$ cat config.mk
export PLATFORM = sky130hd
export DESIGN_NAME = packet_manager_top
export DESIGN_NICKNAME = d
export VERILOG_FILES = /design/src/common/pkt_pkg.sv /design/src/verilog/packet_manager_top.sv /design/src/verilog/packet_dispatch.sv /design/src/verilog/packet_fifo.sv /design/src/packet_assembler/packet_assembler.sv
export VERILOG_INCLUDE_DIRS = /design/src /design/src/common
export SDC_FILE = /design/constraint.sdc
export NUM_CORES = 1
export LEC_CHECK = 0
export BUFFER_PORTS_ARGS = -buffer_cell sky130_fd_sc_hd__buf_2
export CAP_MARGIN = 5
export CORE_MARGIN = 2
export CORE_UTILIZATION = 30
export CTS_CLUSTER_DIAMETER = 100
export DETAILED_ROUTE_END_ITERATION = 10
export PLACE_DENSITY = 0.51
export SLEW_MARGIN = 20
export SYNTH_ARGS = -nofsm -noshare
export SYNTH_HDL_FRONTEND = slang
export SYNTH_SLANG_ARGS = --single-unit
$ cat constraint.sdc
create_clock -name dataAvailable_in -period 10.2 [get_ports dataAvailable_in]
set_input_delay 1.53 -clock dataAvailable_in [delete_from_list [all_inputs] [get_ports dataAvailable_in]]
set_output_delay 1.53 -clock dataAvailable_in [all_outputs]
set_load 0.01 [all_outputs]
$ cat src/common/pkt_cfg.svh
// packet manager configuration macros: packet size, timeout window, fifo depth
`ifndef PKT_CFG_SVH
`define PKT_CFG_SVH

// bytes per packet, one 128-bit word
`define PKT_BYTES 16

// packet width in bits, derived from the byte count
`define PKT_BITS (`PKT_BYTES * 8)

// max clock cycles allowed from first byte to last byte
`define PKT_TIMEOUT_CYCLES 64

// packets held by the buffer between assembler and dispatcher
`define PKT_FIFO_DEPTH 4

`endif
$ cat src/common/pkt_pkg.sv
// packet manager package: byte, packet, byte index and fifo level types
`include "pkt_cfg.svh"

package pkt_pkg;

	// one data byte as it arrives on data_in
	typedef logic [7:0] pkt_byte_t;

	// one full packet
	// first byte received sits in the top byte, checksum in the bottom byte
	typedef logic [`PKT_BITS-1:0] pkt_data_t;

	// byte position within a packet, 0 to 15
	typedef logic [3:0] pkt_index_t;

	// fifo occupancy, needs to reach the full depth so one extra code
	typedef logic [$clog2(`PKT_FIFO_DEPTH + 1)-1:0] pkt_level_t;

endpackage

$ cat src/verilog/packet_manager_top.sv
// packet manager top level: assembler, packet fifo and dispatcher wired to plain ports
module packet_manager_top (
	input  logic               dataAvailable_in, // system clock
	input  logic               reset,            // sync, active high
	input  logic               byte_valid,       // one strobe per byte
	input  pkt_pkg::pkt_byte_t data_in,          // byte, valid with the strobe
	input  logic               packet_accept,    // downstream level
	output pkt_pkg::pkt_data_t packet_out,       // presented packet
	output logic               packet_valid,     // level while presented
	output logic               checksum_error,   // valid with packet_valid
	output logic               timeout,          // pulse, partial packet dropped
	output logic               overflow          // pulse, full buffer dropped a packet
);
	import pkt_pkg::*;

	pkt_data_t packet;      // assembler to fifo
	logic      packet_push; // assembler write strobe
	logic      fifo_full;   // fifo level back to assembler
	pkt_data_t head_packet; // fifo to dispatcher
	logic      nonempty;    // fifo has data
	logic      pop;         // dispatcher read strobe

	packet_assembler u_packet_assembler (
		.dataAvailable_in (dataAvailable_in),
		.reset            (reset),
		.byte_valid       (byte_valid),
		.data_in          (data_in),
		.fifo_full        (fifo_full),
		.packet           (packet),
		.packet_push      (packet_push),
		.timeout          (timeout)
	);

	packet_fifo u_packet_fifo (
		.dataAvailable_in (dataAvailable_in),
		.reset            (reset),
		.push             (packet_push),
		.push_packet      (packet),
		.pop              (pop),
		.head_packet      (head_packet),
		.nonempty         (nonempty),
		.full             (fifo_full),
		.overflow         (overflow)
	);

	packet_dispatch u_packet_dispatch (
		.dataAvailable_in (dataAvailable_in),
		.reset            (reset),
		.head_packet      (head_packet),
		.nonempty         (nonempty),
		.packet_accept    (packet_accept),
		.pop              (pop),
		.packet_out       (packet_out),
		.packet_valid     (packet_valid),
		.checksum_error   (checksum_error)
	);

endmodule

$ cat src/verilog/packet_dispatch.sv
// packet dispatch: pop control, held output register, byte-sum checksum check on load
`include "pkt_cfg.svh"

module packet_dispatch (
	input  logic               dataAvailable_in, // system clock
	input  logic               reset,            // sync, active high
	input  pkt_pkg::pkt_data_t head_packet,      // oldest buffered packet
	input  logic               nonempty,         // buffer holds a packet
	input  logic               packet_accept,    // downstream takes the output
	output logic               pop,              // strobe, head packet taken
	output pkt_pkg::pkt_data_t packet_out,       // presented packet
	output logic               packet_valid,     // level while presented
	output logic               checksum_error    // valid with packet_valid
);
	import pkt_pkg::*;

	pkt_byte_t byte_sum; // mod 256 sum of bytes 0 to 14
	logic      sum_bad;  // checksum byte disagrees

	// load when the register is free or being emptied this cycle
	assign pop = nonempty && (!packet_valid || packet_accept);

	// byte 0 is the top byte, byte 15 the bottom one holds the checksum
	always_comb begin
		byte_sum = '0;
		for (int i = 0; i < `PKT_BYTES - 1; i++) begin
			byte_sum = byte_sum + head_packet[(`PKT_BYTES - 1 - i) * 8 +: 8]; // wraps at 8 bits
		end
		sum_bad = (byte_sum != head_packet[7:0]);
	end

	// output payload, held until accepted
	always_ff @(posedge dataAvailable_in) begin
		if (pop) begin
			packet_out <= head_packet;
		end
	end

	always_ff @(posedge dataAvailable_in) begin
		if (reset) begin
			packet_valid   <= 1'b0;
			checksum_error <= 1'b0;
		end else if (pop) begin
			packet_valid   <= 1'b1;    // shows one cycle after the pop
			checksum_error <= sum_bad; // judged on load, travels with the packet
		end else if (packet_accept) begin
			packet_valid   <= 1'b0; // taken, nothing to replace it
		end
	end

	// back-pressure must freeze the presented packet
	a_hold_stable: assert property (
		@(posedge dataAvailable_in) disable iff (reset)
		(packet_valid && !packet_accept) |=> (packet_valid && $stable(packet_out))
	);

endmodule

$ cat src/verilog/packet_fifo.sv
// packet fifo: circular packet buffer with occupancy count, full/nonempty levels, overflow pulse
`include "pkt_cfg.svh"

module packet_fifo (
	input  logic               dataAvailable_in, // system clock
	input  logic               reset,            // sync, active high
	input  logic               push,             // write strobe from assembler
	input  pkt_pkg::pkt_data_t push_packet,      // packet to store
	input  logic               pop,              // read strobe from dispatcher
	output pkt_pkg::pkt_data_t head_packet,      // oldest packet, valid with nonempty
	output logic               nonempty,         // at least one packet held
	output logic               full,             // depth reached
	output logic               overflow          // pulse, a push was dropped
);
	import pkt_pkg::*;

	localparam int         PTR_W = (`PKT_FIFO_DEPTH > 1) ? $clog2(`PKT_FIFO_DEPTH) : 1;
	localparam pkt_level_t DEPTH = pkt_level_t'(`PKT_FIFO_DEPTH);

	pkt_data_t        mem [`PKT_FIFO_DEPTH]; // packet storage
	logic [PTR_W-1:0] wr_ptr;                // next free slot
	logic [PTR_W-1:0] rd_ptr;                // oldest packet
	pkt_level_t       count;                 // packets held
	logic             push_ok;               // push accepted
	logic             pop_ok;                // pop served

	assign full     = (count == DEPTH);
	assign nonempty = (count != '0);
	assign push_ok  = push && !full; // drop decision lives here only
	assign pop_ok   = pop && nonempty;

	assign head_packet = mem[rd_ptr];

	// advance with wrap, depth need not be a power of two
	function automatic logic [PTR_W-1:0] next_ptr(input logic [PTR_W-1:0] ptr);
		if (ptr == PTR_W'(`PKT_FIFO_DEPTH - 1)) begin
			return '0;
		end
		return ptr + PTR_W'(1);
	endfunction

	// storage write, no reset on payload
	always_ff @(posedge dataAvailable_in) begin
		if (push_ok) begin
			mem[wr_ptr] <= push_packet;
		end
	end

	always_ff @(posedge dataAvailable_in) begin
		if (reset) begin
			wr_ptr   <= '0;
			rd_ptr   <= '0;
			count    <= '0;
			overflow <= 1'b0;
		end else begin
			overflow <= push && full; // flag shows the cycle after the lost push
			if (push_ok) begin
				wr_ptr <= next_ptr(wr_ptr);
			end
			if (pop_ok) begin
				rd_ptr <= next_ptr(rd_ptr);
			end
			count <= count + pkt_level_t'(push_ok) - pkt_level_t'(pop_ok); // both may happen
		end
	end

	// dispatcher only reads a packet that is there
	a_no_pop_empty: assert property (
		@(posedge dataAvailable_in) disable iff (reset)
		pop |-> nonempty
	);

	a_count_bound: assert property (
		@(posedge dataAvailable_in) disable iff (reset)
		count <= DEPTH
	);

endmodule

$ cat src/packet_assembler/packet_assembler.sv
// packet assembler: byte shift register, byte index, first-to-last byte timeout, packet push
`include "pkt_cfg.svh"

module packet_assembler (
	input  logic               dataAvailable_in, // system clock
	input  logic               reset,            // sync, active high
	input  logic               byte_valid,       // one strobe per byte
	input  pkt_pkg::pkt_byte_t data_in,          // byte, valid with the strobe
	input  logic               fifo_full,        // buffer level, watched only
	output pkt_pkg::pkt_data_t packet,           // assembled packet, first byte on top
	output logic               packet_push,      // pulse the cycle after byte 16
	output logic               timeout           // pulse, partial packet dropped
);
	import pkt_pkg::*;

	localparam int         ELAPSED_W  = $clog2(`PKT_TIMEOUT_CYCLES + 1); // counts up to the limit
	localparam pkt_index_t LAST_INDEX = pkt_index_t'(`PKT_BYTES - 1);    // position of byte 16

	pkt_data_t            shift_reg;   // bytes shifted in msb first
	pkt_index_t           byte_index;  // next byte position
	logic                 in_progress; // a partial packet is open
	logic [ELAPSED_W-1:0] elapsed;     // cycles since the first byte
	logic                 expire;      // open packet ran out of time
	logic                 first_byte;  // strobe opens a new packet
	logic                 last_byte;   // strobe closes the open packet

	// window runs out at the edge where the counter hits the limit
	assign expire = in_progress && (elapsed == ELAPSED_W'(`PKT_TIMEOUT_CYCLES));

	// a byte arriving on expiry starts over as byte 0
	assign first_byte = byte_valid && (expire || !in_progress);
	assign last_byte  = byte_valid && !first_byte && (byte_index == LAST_INDEX);

	// payload shift, older bytes move toward the top
	always_ff @(posedge dataAvailable_in) begin
		if (byte_valid) begin
			shift_reg <= {shift_reg[`PKT_BITS-9:0], data_in}; // drop oldest byte, append new
		end
	end

	always_ff @(posedge dataAvailable_in) begin
		if (reset) begin
			byte_index  <= '0;
			in_progress <= 1'b0;
			elapsed     <= '0;
			packet_push <= 1'b0;
			timeout     <= 1'b0;
		end else begin
			packet_push <= last_byte; // one cycle latency after byte 16
			timeout     <= expire;    // single pulse, expire clears in_progress
			if (first_byte) begin
				byte_index  <= pkt_index_t'(1); // byte 0 taken, next is 1
				in_progress <= 1'b1;
				elapsed     <= ELAPSED_W'(1);   // count the first byte's cycle
			end else if (last_byte) begin
				byte_index  <= '0; // packet done
				in_progress <= 1'b0;
				elapsed     <= '0;
			end else if (expire) begin
				byte_index  <= '0; // abandon partial packet
				in_progress <= 1'b0;
				elapsed     <= '0;
			end else begin
				if (byte_valid) begin
					byte_index <= byte_index + pkt_index_t'(1); // middle byte
				end
				if (in_progress) begin
					elapsed <= elapsed + ELAPSED_W'(1); // keep timing the open packet
				end
			end
		end
	end

	assign packet = shift_reg; // full packet is stable while packet_push is high

	// a packet can't both finish and time out in one step
	a_push_timeout_excl: assert property (
		@(posedge dataAvailable_in) disable iff (reset)
		!(packet_push && timeout)
	);

	// pushes need sixteen strobes between them
	a_push_spacing: assert property (
		@(posedge dataAvailable_in) disable iff (reset)
		packet_push |=> !packet_push
	);

	// the buffer can only become full right after one of our pushes
	a_full_after_push: assert property (
		@(posedge dataAvailable_in) disable iff (reset)
		$rose(fifo_full) |-> $past(packet_push)
	);

endmodule

==> flow_metrics.py <==
metrics = {
    "run_status": {
        "status": "finished, final reports clean",
    },
    "synthesis": {
        "yosys_warnings": 0,
        "synth_ff_type": "edfxtp_1",
        "synth_sequential_area_ratio_pct": 79.2,
        "syn-instance-count": 1267,
        "ys_seq_elements": 794,
        "synth_nets": 1383,
        "avgSynthCellArea_um2": 23.5,
        "synth_cell_type_count": 42,
        "netlist_area_um2": 29800,
        "async_reset_ff_share_pct": 0,
        "synth_edf_count": 768,
    },
    "floorplanning": {
        "die_area_um2": 102000,
        "die_y_um": 319,
        "die_x_um": 319,
        "io-pin-count": 144,
        "fp.coreArea_um2": 98400,
        "start_util_pct": 30.2,
        "row_count": 115,
    },
    "timing": {
        "setup_tns_ps": 0,
        "worst_slew_pin_slew_ps": 980,
        "rsz0062_at_grt": "no",
        "post-route-min-period_ps": 6920,
        "hold_viol": 0,
        "skew_ps": 25.3,
        "layout_worst_path_cycle_share_pct": 67.9,
        "whs_ps": 498,
        "fmax_mhz": 144,
        "setup_violations": 0,
        "max_slew_margin_pct": 34.7,
        "fin_ws_ps": 3280,
        "slew_violations": 0,
    },
    "layout": {
        "syn2layout_area_growth_pct": 17.3,
        "post-route-util_pct": 35.5,
        "antenna_cells": 0,
        "fill_cells": 9103,
        "final_cell_count_no_fill": 2835,
        "fin_nets": 1598,
        "mostFrequentLayoutCells": "edfxtp_1, buf_2, mux4_2",
        "design_area_um2": 34900,
        "final_common_cell": "edfxtp_1",
        "drive_above_1_share_pct": 27.1,
    },
    "clock_tree": {
        "clkLatencyLatePin_ps": 630,
        "cts_hold_buf": 0,
        "post-cts-setup-buffers": 0,
        "path_clk_slew_ps": 60,
        "cts_tree": "done",
        "cts.path.max_buffers": 3,
        "clock-sinks": 794,
        "cts_root_buf": "clkbuf_16",
        "cts-resized-gates": 0,
        "cts_made_buffers": 85,
        "htree_levels": 3,
    },
    "placement": {
        "dp_hpwl_mm": 37.0,
        "dp_cells": 2682,
        "place_area_um2": 32100,
        "preCtsSetupSlack_ps": 3130,
        "gp_congestion": 0.679,
        "portBuffers": 143,
    },
    "setup_path": {
        "critPathLaunchType": "register",
        "path_buf_inv": 4,
        "critPathTopFamily": "adder cells",
        "worstSetupPathType": "reg -> reg",
        "crit_chain": "buf_12, mux4_2, fa_1, inv_1, fa_1, fa_1, fa_1, fa_1, inv_1, fa_1, ha_1, inv_1, fa_1, xor2_1, xnor2_1, nor4_1, nand3_1, nor3_1, a211oi_2",
        "crit_top_cell": "fa_1",
        "cp.required_ps": 10700,
        "cp_data_arrival_time_ps": 7420,
        "critPathMaxFanout": 64,
        "cpPeakStageDelay_ps": 670,
        "critPathSlowestCell": "dfxtp_4",
        "end_kind": "register",
    },
    "run": {
        "cap_violations": 0,
    },
    "power": {
        "p_leak_nw": 11.4,
        "vdd_drop_max_mv": 0.100,
        "p_total_mw": 6.73,
        "powerDensity_nw_per_um2": 193,
    },
    "grt": {
        "grt_pass1_vias": 13400,
        "grt-ovfl-total": 0,
        "antenna_found_initial": 6,
        "grt_max_degree": 134,
        "grtUsageTotal_pct": 12.1,
        "grt_pass1_wl_mm": 90.7,
    },
    "drt": {
        "firstDrtPassIters": 5,
        "drt_iter0_drc": 798,
        "vias_per_cell": 4.38,
        "drc": 0,
        "wirelength_mm": 61.3,
        "wl_per_cell_um": 21.6,
        "vias": 12400,
        "postRouteAntennaNets": 0,
    },
    "min_path": {
        "hold_path_class": "reg -> reg",
    },
}
## worst paths after layout
kind | start | cells past startpoint | endpoint | slack (ps)
setup / recovery | register | 19 | u_packet_dispatch.checksum_error | 3280
hold / removal | u_packet_assembler.packet[126] | 0 | u_packet_fifo.mem[1][126] | 500
setup reg to reg | register | 19 | u_packet_dispatch.checksum_error | 3280
hold reg to reg | u_packet_assembler.packet[126] | 0 | u_packet_fifo.mem[1][126] | 500
## state kept, by name, indices dropped and copies added, names as in the netlist, named ones only
signal	count
u_packet_fifo.mem	512
u_packet_assembler.packet	128
u_packet_dispatch.packet_out	128
u_packet_assembler.elapsed	7
u_packet_assembler.byte_index	4
u_packet_fifo.count	3
u_packet_fifo.rd_ptr	2
u_packet_fifo.wr_ptr	2
u_packet_assembler.in_progress	1
u_packet_assembler.packet_push	1
u_packet_assembler.timeout	1
u_packet_dispatch.checksum_error	1
u_packet_dispatch.packet_valid	1
u_packet_fifo.overflow	1
## area by class of cell
type,count,area (um2),share of cell area [%]
sequential,794,23600,67.6
tap,1287,1610,4.61
clock inverter,51,564,1.62
clock buffer,102,2210,6.33
inverter,86,323,0.924
timing repair buffer,159,880,2.52
multi-input combinational,356,5740,16.4
## logic make-up (layout without fill, tap and decap cells)
| family | after synthesis | count (layout) | synth area share [%] |
|---|---|---|---|
| flip-flops | 794 | 794 | 79.2 |
| AO/OA/AOI/OAI | 20 | 20 | 0.429 |
| buffers and inverters | 117 | 398 | 1.57 |
| adder cells (fa/ha/maj) | 104 | 104 | 6.44 |
| multiplexers | 133 | 133 | 9.89 |
| AND/OR/NAND/NOR | 56 | 56 | 0.917 |
| XOR/XNOR | 43 | 43 | 1.51 |
## cells in the mapped netlist (2+ instances only)
cell type,n,area [um2]
dfxtp_1,26,521
fa_1,82,1640
mux4_1,3,78.8
nor3_1,3,15.0
a21oi_1,9,45.0
buf_2,8,40.0
xor2_1,10,87.6
xnor2_2,2,32.5
mux2i_1,5,50.1
inv_1,86,323
nand4_1,3,18.8
xnor3_1,3,67.6
nand3_1,4,20.0
mux4_2,125,2820
xnor2_1,27,236
clkbuf_1,7,26.3
buf_1,14,52.6
nor2_1,26,97.6
edfxtp_1,768,23100
a21o_1,2,15.0
and3_1,4,25.0
ha_1,22,275
nor2b_1,2,12.5
o21ai_0,2,10.0
nand2_1,7,26.3
## metal layers
| layer | vias up | global-route usage (%) | wire [um] |
|---|---|---|---|
| met5 | - | 0 | 0 |
| met4 | 0 | 3.95 | 1270 |
| met3 | 83 | 2.36 | 2680 |
| met2 | 244 | 20.4 | 30600 |
| met1 | 6636 | 15.8 | 26700 |
| li1 | 5466 | - | - |
## report_power, final
part	switching [mW]	internal, mW	leakage, nW
Combinational	0.0194	0.00522	2.84
Sequential	0.0367	3.60	7.21
Clock	1.24	1.83	1.34
No activity file was read; power rests on OpenSTA's default activity.
